**config.mk**
```make
export PLATFORM = sky130hd
export DESIGN_NAME = engine_config_loader
export DESIGN_NICKNAME = d
export VERILOG_FILES = /design/src/design/engine_config_pkg.sv /design/src/design/payload_fifo.sv /design/src/design/setup_response_filter.sv /design/src/design/config_word_sequencer.sv /design/src/design/engine_config_loader.sv
export VERILOG_INCLUDE_DIRS = /design/src /design/src/include
export SDC_FILE = /design/constraint.sdc
export NUM_CORES = 2
export LEC_CHECK = 0
export BUFFER_PORTS_ARGS = -buffer_cell sky130_fd_sc_hd__buf_2
export CELL_PAD_IN_SITES_DETAIL_PLACEMENT = 1
export CELL_PAD_IN_SITES_GLOBAL_PLACEMENT = 1
export CORE_MARGIN = 4
export CORE_UTILIZATION = 51
export DETAILED_ROUTE_END_ITERATION = 12
export GPL_ROUTABILITY_DRIVEN = 0
export PLACE_DENSITY_LB_ADDON = 0.25
export RECOVER_POWER = 100
export SYNTH_ARGS = -nofsm -noshare
export SYNTH_HDL_FRONTEND = slang
export SYNTH_MEMORY_MAX_BITS = 65536
export SYNTH_SLANG_ARGS = --single-unit
```
**constraint.sdc**
```tcl
create_clock -name ap_clk -period 18.1 [get_ports ap_clk]
set_input_delay 2.715 -clock ap_clk [delete_from_list [all_inputs] [get_ports ap_clk]]
set_output_delay 2.715 -clock ap_clk [all_outputs]
set_load 0.02 [all_outputs]
```
**src/include/engine_config_config.svh**
```systemverilog
// --------------------------------------------------------------------------
// Engine configuration loader constants
// Word and field widths, FIFO depth and the size of the index window
// --------------------------------------------------------------------------

`ifndef ENGINE_CONFIG_CONFIG_SVH
`define ENGINE_CONFIG_CONFIG_SVH

// Memory response word
`define ECFG_DATA_W      32
`define ECFG_OFFSET_W    16
`define ECFG_SHIFT_W     5

// Words per configuration record, also the window size
`define ECFG_SEQ_LEN     16

// Default depth of both FIFOs
`define ECFG_FIFO_DEPTH  16

// Array pointer, assembled from two data words
`define ECFG_PTR_W       64

// Route identifier fields of the target
`define ECFG_ID_W        4

`endif

```
**src/design/engine_config_pkg.sv**
```systemverilog
// --------------------------------------------------------------------------
// Engine configuration types
// Buffer classes, memory commands, the response word and the
// read/write configuration record, plus the sequence index helpers
// --------------------------------------------------------------------------

`include "engine_config_config.svh"

package engine_config_pkg;

    // Buffer class carried by every response word
    typedef enum logic [3:0] {
        class_invalid      = 4'd0,
        class_cu_setup     = 4'd1,
        class_engine_setup = 4'd2,
        class_edge_data    = 4'd3
    } buffer_class_t;

    typedef enum logic [1:0] {
        cmd_invalid = 2'd0,
        cmd_read    = 2'd1,
        cmd_write   = 2'd2,
        cmd_stream  = 2'd3
    } memory_cmd_t;

    typedef logic [`ECFG_OFFSET_W-1:0] seq_index_t;

    // One memory response transfer
    typedef struct packed {
        buffer_class_t             buffer_class;
        logic [`ECFG_OFFSET_W-1:0] offset;
        logic [`ECFG_SHIFT_W-1:0]  shift_amount;
        logic [`ECFG_DATA_W-1:0]   data;
    } response_word_t;

    // Read/write configuration record
    typedef struct packed {
        logic                      increment;
        logic                      decrement;
        logic                      mode_sequence;
        logic                      mode_buffer;
        logic [`ECFG_DATA_W-1:0]   index_start;
        logic [`ECFG_DATA_W-1:0]   index_end;
        logic [`ECFG_DATA_W-1:0]   stride;
        // Doubles as the shift amount
        logic [`ECFG_DATA_W-2:0]   granularity;
        logic                      shift_direction;
        memory_cmd_t               cmd;
        buffer_class_t             target_class;
        logic [`ECFG_ID_W-1:0]     target_cu;
        logic [`ECFG_ID_W-1:0]     target_bundle;
        logic [`ECFG_ID_W-1:0]     target_lane;
        logic [`ECFG_PTR_W-1:0]    array_pointer;
        logic [`ECFG_DATA_W-1:0]   array_size;
    } config_record_t;

    // Sequence index is the offset scaled down by the shift amount
    function automatic seq_index_t seq_index_of(input response_word_t w);
        return w.offset >> w.shift_amount;
    endfunction

    function automatic logic is_setup_class(input buffer_class_t c);
        return (c == class_cu_setup) || (c == class_engine_setup);
    endfunction

endpackage

```
**src/design/payload_fifo.sv**
```systemverilog
// --------------------------------------------------------------------------
// Synchronous FIFO with a type-parameter payload
// Circular buffer with valid/ready on both sides and an almost-full flag
// --------------------------------------------------------------------------

`include "engine_config_config.svh"

module payload_fifo #(
    parameter type payload_t = logic [`ECFG_DATA_W-1:0],
    parameter int  depth     = `ECFG_FIFO_DEPTH
) (
    input  logic     ap_clk,
    input  logic     arst_n,
    input  logic     push_valid,
    output logic     push_ready,
    input  payload_t push_data,
    output logic     pop_valid,
    input  logic     pop_ready,
    output payload_t pop_data,
    output logic     almost_full
);

    localparam int ptr_w   = (depth > 1) ? $clog2(depth) : 1;
    localparam int level_w = $clog2(depth + 1);

    payload_t           mem [depth];
    logic [ptr_w-1:0]   wr_ptr;
    logic [ptr_w-1:0]   rd_ptr;
    logic [level_w-1:0] level;
    logic               do_push;
    logic               do_pop;

    // Pointer wrap for any depth, not only powers of two
    function automatic logic [ptr_w-1:0] ptr_next(input logic [ptr_w-1:0] p);
        if (p == ptr_w'(depth - 1)) begin
            return '0;
        end
        return p + 1'b1;
    endfunction

    assign push_ready  = (level != level_w'(depth));
    assign pop_valid   = (level != '0);
    assign almost_full = (level >= level_w'(depth - 2));
    assign pop_data    = mem[rd_ptr];

    assign do_push = push_valid & push_ready;
    assign do_pop  = pop_valid & pop_ready;

    always_ff @(posedge ap_clk or negedge arst_n) begin
        if (!arst_n) begin
            wr_ptr <= '0;
            rd_ptr <= '0;
            level  <= '0;
        end else begin
            if (do_push) begin
                wr_ptr <= ptr_next(wr_ptr);
            end
            if (do_pop) begin
                rd_ptr <= ptr_next(rd_ptr);
            end
            // Level stays put on a simultaneous push and pop
            case ({do_push, do_pop})
                2'b10:   level <= level + 1'b1;
                2'b01:   level <= level - 1'b1;
                default: level <= level;
            endcase
        end
    end

    // Storage
    always_ff @(posedge ap_clk) begin
        if (do_push) begin
            mem[wr_ptr] <= push_data;
        end
    end

endmodule

```
**src/design/setup_response_filter.sv**
```systemverilog
// --------------------------------------------------------------------------
// Setup response filter
// One register stage in front of the response FIFO that keeps only
// setup-class words whose sequence index lies in the engine window
// --------------------------------------------------------------------------

`include "engine_config_config.svh"

module setup_response_filter #(
    parameter int window_base = 0
) (
    input  logic                             ap_clk,
    input  logic                             arst_n,
    input  logic                             in_valid,
    output logic                             in_ready,
    input  engine_config_pkg::response_word_t in_word,
    output logic                             fifo_valid,
    input  logic                             fifo_ready,
    output engine_config_pkg::response_word_t fifo_word
);

    localparam int unsigned win_lo = window_base;
    localparam int unsigned win_hi = window_base + `ECFG_SEQ_LEN;

    logic                              stage_valid;
    engine_config_pkg::response_word_t stage_word;
    engine_config_pkg::seq_index_t     stage_index;
    logic                              in_window;
    logic                              keep;
    logic                              stage_done;

    // --------------------------------------------------------------------------
    // Filter decision on the registered word
    // --------------------------------------------------------------------------
    assign stage_index = engine_config_pkg::seq_index_of(stage_word);
    assign in_window   = (32'(stage_index) >= win_lo) && (32'(stage_index) < win_hi);
    assign keep        = engine_config_pkg::is_setup_class(stage_word.buffer_class) && in_window;

    // Rejected words leave at once, kept words wait for FIFO room
    assign stage_done = stage_valid & (~keep | fifo_ready);
    assign in_ready   = ~stage_valid | stage_done;

    assign fifo_valid = stage_valid & keep;
    assign fifo_word  = stage_word;

    // --------------------------------------------------------------------------
    // Stage register
    // --------------------------------------------------------------------------
    always_ff @(posedge ap_clk or negedge arst_n) begin
        if (!arst_n) begin
            stage_valid <= 1'b0;
        end else if (in_valid && in_ready) begin
            stage_valid <= 1'b1;
        end else if (stage_done) begin
            stage_valid <= 1'b0;
        end
    end

    always_ff @(posedge ap_clk) begin
        if (in_valid && in_ready) begin
            stage_word <= in_word;
        end
    end

endmodule

```
**src/design/config_word_sequencer.sv**
```systemverilog
// --------------------------------------------------------------------------
// Configuration word sequencer
// Pops window words in index order, writes each into its record field
// and hands the finished record to the output FIFO after the last index
// --------------------------------------------------------------------------

`include "engine_config_config.svh"

module config_word_sequencer #(
    parameter int window_base = 0
) (
    input  logic                              ap_clk,
    input  logic                              arst_n,
    input  logic                              word_valid,
    output logic                              word_ready,
    input  engine_config_pkg::response_word_t word,
    input  logic                              room_low,
    output logic                              rec_valid,
    input  logic                              rec_ready,
    output engine_config_pkg::config_record_t rec
);

    localparam int               rel_w    = $clog2(`ECFG_SEQ_LEN);
    localparam logic [rel_w-1:0] last_idx = rel_w'(`ECFG_SEQ_LEN - 1);

    engine_config_pkg::seq_index_t rel_full;
    logic [rel_w-1:0]              rel_idx;
    logic                          in_window;
    logic                          armed;
    logic [rel_w-1:0]              expect_idx;
    logic                          pop;
    logic                          start;
    logic                          match;
    logic                          capture;

    // --------------------------------------------------------------------------
    // Index decode
    // --------------------------------------------------------------------------
    assign rel_full  = engine_config_pkg::seq_index_of(word)
                     - engine_config_pkg::seq_index_t'(window_base);
    assign rel_idx   = rel_full[rel_w-1:0];
    assign in_window = (rel_full < engine_config_pkg::seq_index_t'(`ECFG_SEQ_LEN));

    // Hold off while the output side is nearly full or a record waits
    assign word_ready = ~room_low & ~rec_valid;
    assign pop        = word_valid & word_ready;

    // Index 0 always opens a record, others must be the expected one
    assign start   = in_window & (rel_idx == '0);
    assign match   = in_window & armed & (rel_idx == expect_idx);
    assign capture = pop & (start | match);

    // --------------------------------------------------------------------------
    // Sequence tracking
    // --------------------------------------------------------------------------
    always_ff @(posedge ap_clk or negedge arst_n) begin
        if (!arst_n) begin
            armed      <= 1'b0;
            expect_idx <= '0;
            rec_valid  <= 1'b0;
        end else begin
            if (rec_valid && rec_ready) begin
                rec_valid <= 1'b0;
            end
            if (pop) begin
                if (start) begin
                    armed      <= 1'b1;
                    expect_idx <= rel_w'(1);
                end else if (match && (rel_idx == last_idx)) begin
                    armed     <= 1'b0;
                    rec_valid <= 1'b1;
                end else if (match) begin
                    expect_idx <= expect_idx + 1'b1;
                end else begin
                    // Skipped or repeated index drops the partial record
                    armed <= 1'b0;
                end
            end
        end
    end

    // --------------------------------------------------------------------------
    // Field map
    // --------------------------------------------------------------------------
    always_ff @(posedge ap_clk) begin
        if (capture) begin
            case (rel_idx)
                rel_w'(0): begin
                    rec.increment     <= word.data[0];
                    rec.decrement     <= word.data[1];
                    rec.mode_sequence <= word.data[2];
                    rec.mode_buffer   <= word.data[3];
                end
                rel_w'(1): rec.index_start <= word.data;
                rel_w'(2): rec.index_end   <= word.data;
                rel_w'(3): rec.stride      <= word.data;
                rel_w'(4): begin
                    rec.granularity     <= word.data[`ECFG_DATA_W-2:0];
                    rec.shift_direction <= word.data[`ECFG_DATA_W-1];
                end
                rel_w'(5): begin
                    rec.cmd          <= engine_config_pkg::memory_cmd_t'(word.data[1:0]);
                    rec.target_class <= engine_config_pkg::buffer_class_t'(word.data[5:2]);
                end
                rel_w'(7): begin
                    rec.target_cu     <= word.data[`ECFG_ID_W-1:0];
                    rec.target_bundle <= word.data[2*`ECFG_ID_W-1:`ECFG_ID_W];
                    rec.target_lane   <= word.data[3*`ECFG_ID_W-1:2*`ECFG_ID_W];
                end
                rel_w'(8):  rec.array_pointer[`ECFG_DATA_W-1:0] <= word.data;
                rel_w'(9):  rec.array_pointer[`ECFG_PTR_W-1:`ECFG_DATA_W] <= word.data;
                rel_w'(10): rec.array_size <= word.data;
                // Slots 6 and 11 to 15 carry nothing
                default: ;
            endcase
        end
    end

endmodule

```
**src/design/engine_config_loader.sv**
```systemverilog
// --------------------------------------------------------------------------
// Engine configuration loader
// Filters memory responses, queues them, assembles read/write
// configuration records and queues those for the engine
// --------------------------------------------------------------------------

`include "engine_config_config.svh"

module engine_config_loader #(
    parameter int window_base = 0
) (
    input  logic                              ap_clk,
    input  logic                              arst_n,
    input  logic                              in_valid,
    output logic                              in_ready,
    input  engine_config_pkg::response_word_t in_word,
    output logic                              out_valid,
    input  logic                              out_ready,
    output engine_config_pkg::config_record_t out_record
);

    // Filter to response FIFO
    logic                              resp_valid;
    logic                              resp_ready;
    engine_config_pkg::response_word_t resp_word;

    // Response FIFO to sequencer
    logic                              seq_valid;
    logic                              seq_ready;
    engine_config_pkg::response_word_t seq_word;

    // Sequencer to output FIFO
    logic                              rec_valid;
    logic                              rec_ready;
    engine_config_pkg::config_record_t rec;
    logic                              room_low;

    setup_response_filter #(
        .window_base (window_base)
    ) u_filter (
        .ap_clk     (ap_clk),
        .arst_n     (arst_n),
        .in_valid   (in_valid),
        .in_ready   (in_ready),
        .in_word    (in_word),
        .fifo_valid (resp_valid),
        .fifo_ready (resp_ready),
        .fifo_word  (resp_word)
    );

    payload_fifo #(
        .payload_t (engine_config_pkg::response_word_t),
        .depth     (`ECFG_FIFO_DEPTH)
    ) u_response_fifo (
        .ap_clk      (ap_clk),
        .arst_n      (arst_n),
        .push_valid  (resp_valid),
        .push_ready  (resp_ready),
        .push_data   (resp_word),
        .pop_valid   (seq_valid),
        .pop_ready   (seq_ready),
        .pop_data    (seq_word),
        .almost_full ()
    );

    config_word_sequencer #(
        .window_base (window_base)
    ) u_sequencer (
        .ap_clk     (ap_clk),
        .arst_n     (arst_n),
        .word_valid (seq_valid),
        .word_ready (seq_ready),
        .word       (seq_word),
        .room_low   (room_low),
        .rec_valid  (rec_valid),
        .rec_ready  (rec_ready),
        .rec        (rec)
    );

    // Read side is the loader output
    payload_fifo #(
        .payload_t (engine_config_pkg::config_record_t),
        .depth     (`ECFG_FIFO_DEPTH)
    ) u_record_fifo (
        .ap_clk      (ap_clk),
        .arst_n      (arst_n),
        .push_valid  (rec_valid),
        .push_ready  (rec_ready),
        .push_data   (rec),
        .pop_valid   (out_valid),
        .pop_ready   (out_ready),
        .pop_data    (out_record),
        .almost_full (room_low)
    );

endmodule

```
==> flow_metrics.env <==
export IMPL_status="complete, but fails checks"
export IMPL_violations="capacitance limit, slew limit"
export IMPL_drtIter0Drc=11756
export IMPL_multi_input_area_mm2=0.03621
export IMPL_powerDensity_mw_per_mm2=156.9
export IMPL_synth_edf_count=5087
export IMPL_nNetsFinal=8152
export IMPL_wirelength_mm=488.1
export IMPL_cp_max_fo=86
export IMPL_skew_ns=0.05959
export IMPL_h_tree_depth=6
export IMPL_use_met1=0.3528
export IMPL_overflow=0
export IMPL_vdd_drop_max_uv=133.6
export IMPL_cts_root_buffer="clkbuf_16"
export IMPL_cts_max_path_buffers=4
export IMPL_synth_warnings=0
export IMPL_yosys_register_bits=5120
export IMPL_die_w_um=620.4
export IMPL_reg2reg_from="u_record_fifo.level[1]"
export IMPL_slew_headroom=-5.772
export IMPL_gr_usage_all_layers=0.2557
export IMPL_yosysSeqAreaShare=0.8030
export IMPL_syn_area_per_cell_um2=25.78
export IMPL_die_area_mm2=0.3849
export IMPL_synth_area_mm2=0.1913
export IMPL_grt_util_met3=0.05376
export IMPL_whs_endpoint="u_response_fifo.level[4]"
export IMPL_tns_ns=0
export IMPL_synth_cell_types=74
export IMPL_reg2reg_slack_ns=5.12
export IMPL_slowest_stage="clkbuf_1"
export IMPL_cp_buffers_inverters=2
export IMPL_port_buffers=308
export IMPL_hold_path_startpoint="u_response_fifo.level[4]"
export IMPL_ioPinCount=309
export IMPL_hold_viol=0
export IMPL_fin_total_pwr_w=0.03376
export IMPL_cts_tree="yes"
export IMPL_endpoint_kind="flip-flop"
export IMPL_globalRouteMet2Util=0.4064
export IMPL_vias=86168
export IMPL_critPathKind="flip-flop to flip-flop"
export IMPL_die_h_um=620.4
export IMPL_post_route_util=0.5772
export IMPL_async_flop_share=0.006445
export IMPL_path_clk_slew_ns=0.06
export IMPL_core_mm2=0.3728
export IMPL_leakagePower_nw=65.71
export IMPL_fin_area_mm2=0.2151
export IMPL_drv_cap=133
export IMPL_period_share=0.7173
export IMPL_synth_fp_nets=7499
export IMPL_seqCellArea_mm2=0.1536
export IMPL_rsz0062_at_grt="no"
export IMPL_setup_violations=0
export IMPL_drive_gt1_frac=0.2735
export IMPL_path_cells="nor4_1 > nand2_1 > and2_0 > nand2_1 > nor2_1 > clkbuf_1 > clkbuf_1"
export IMPL_cts_inserted_buffers=525
export IMPL_worst_path_largest_cell_delay_ns=5.97
export IMPL_worstMarginPinSlew_ns=10.16
export IMPL_post_cts_setup_buffers=0
export IMPL_postSynthCellCount=7419
export IMPL_hold_depth=1
export IMPL_whs_ns=0.4994
export IMPL_area_growth_pct=12.50
export IMPL_holdBufCountCts=0
export IMPL_cts_sinks=5120
export IMPL_synth_flop_cell="edfxtp_1"
export IMPL_grt_pass1_wl_mm=692.7
export IMPL_via_per_inst=6.376
export IMPL_fill_cells=30245
export IMPL_r2r_cells=7
export IMPL_dp_hpwl_mm=248.0
export IMPL_cts_resized=0
export IMPL_cp_required_ns=18.64
export IMPL_min_path_type="flip-flop to flip-flop"
export IMPL_placed_area_mm2=0.1996
export IMPL_rows=224
export IMPL_r2r_end="u_record_fifo.mem[8][112]"
export IMPL_antenna_found_initial=46
export IMPL_final_max_slew_viol_count=5154
export IMPL_critPathLaunchType="flip-flop"
export IMPL_firstDrtPassIters=6
export IMPL_start_util=0.5131
export IMPL_critPathArrivalTime_ns=13.52
export IMPL_grt_busiest_layer="met2"
export IMPL_timing_fmax_mhz=77.03
export IMPL_clk_latency_ns=1.05
export IMPL_post_drt_wl_per_cell_um=36.11
export IMPL_ant_nets=0
export IMPL_fin_crit_ns=12.98
export IMPL_drcViolationCount=0
export IMPL_grt_pass1_vias=91403
export IMPL_crit_family="buffers and inverters"
export IMPL_grt_max_degree=159
routing by layer:
layer | part of all wire | routed length [um]
met1 | 0.38 | 185200
met2 | 0.50 | 241800
met3 | 0.089 | 43340
met4 | 0.036 | 17680
met5 | 0.000064 | 31
Yosys cell counts (12+ instances only):
cell type | instances | area share
ha_1 | 18 | 0.0012
o21ai_0 | 21 | 0.00055
inv_1 | 19 | 0.00037
mux2_2 | 12 | 0.00071
nor3_1 | 22 | 0.00058
nand2_1 | 55 | 0.0011
clkbuf_1 | 241 | 0.0047
edfxtp_1 | 5087 | 0.80
nand3_1 | 16 | 0.00042
nor2_1 | 60 | 0.0012
mux2i_1 | 72 | 0.0038
a21oi_1 | 23 | 0.00060
dfrtp_1 | 33 | 0.0043
mux4_2 | 1459 | 0.17
buf_1 | 88 | 0.0017
power by group:
part	leakage (nW)	switching, W	internal [W]
registers	46.2	0.000400	0.0134
clock network	8.06	0.00454	0.00590
logic	11.5	0.00566	0.00384
total	65.7	0.0106	0.0232
worst max-delay path by stage:
stage | start | slack [ns] | to | depth (start not counted)
3_3_place_gp | u_record_fifo.rd_ptr[1] | 10.51 | out_record[33] | 6
2_1_floorplan | u_record_fifo.level[1] | 5.96 | u_record_fifo.mem[15][0] | 6
5_1_grt | u_record_fifo.level[1] | 4.67 | u_record_fifo.mem[8][112] | 7
3_5_place_dp | u_record_fifo.rd_ptr[1] | 10.52 | out_record[43] | 6
6_report | u_record_fifo.level[1] | 5.12 | u_record_fifo.mem[8][112] | 7
4_1_cts | u_record_fifo.rd_ptr[1] | 9.37 | out_record[33] | 6
sequential cells by signal, indices dropped and copies added (netlist names), 4 cells and up:
name and cells:
u_filter.fifo_word 57, u_record_fifo.level 5, u_record_fifo.mem 3936, u_record_fifo.rd_ptr 4, u_record_fifo.wr_ptr 4, u_response_fifo.level 5, u_response_fifo.mem 848, u_response_fifo.rd_ptr 4
u_response_fifo.wr_ptr 4, u_sequencer.expect_idx 4, u_sequencer.rec 246
cells in the final DEF (no fill, tap or decap), drive strengths merged, types with 5 or more instances in the layout:
cell type and count:
a21oi 23, buf 107, a21o 8, nor2 60, or2 7, diode 75, mux4 1460, o21ai 24
ha 18, o211ai 5, a22oi 8, clkinv 226, dfrtp 33, a221oi 6, mux2 13, nand2b 12
clkinvlp 12, xnor2 11, o22ai 9, edfxtp 5087, mux2i 73, nor3 22, nand3 16, inv 44
o22a 6, nand4 5, bufinv 32, a311oi 6, xor2 8, nand2 55, nor2b 5, clkbuf 1005
layout make-up:
type,count,share of cell area
repair buffers,483,0.01053
well taps,4972,0.02891
diodes,75,0.0008723
clock inverters,294,0.01372
clock buffers,629,0.06342
flip-flops and latches,5120,0.7139
inverters,20,0.0003547
multi-input cells,1922,0.1683
cells by family after synthesis:
logic type	share of synthesized area
muxes	0.1766
and+or+nand+nor	0.005201
buffers and inverters	0.008001
adders and majority gates	0.001282
xor gates and xnor gates	0.0008701
DFF	0.8030
AOI/OAI and AO/OA	0.005005
through the flow:
stage	worst slack, ns	instances
floorplan	5.962	7419
global placement	10.51	12517
detailed placement	10.52	12517
CTS	9.372	13440
global route	4.673	13460
finish	5.117	13515
No activity file was read; power rests on OpenSTA's default activity.
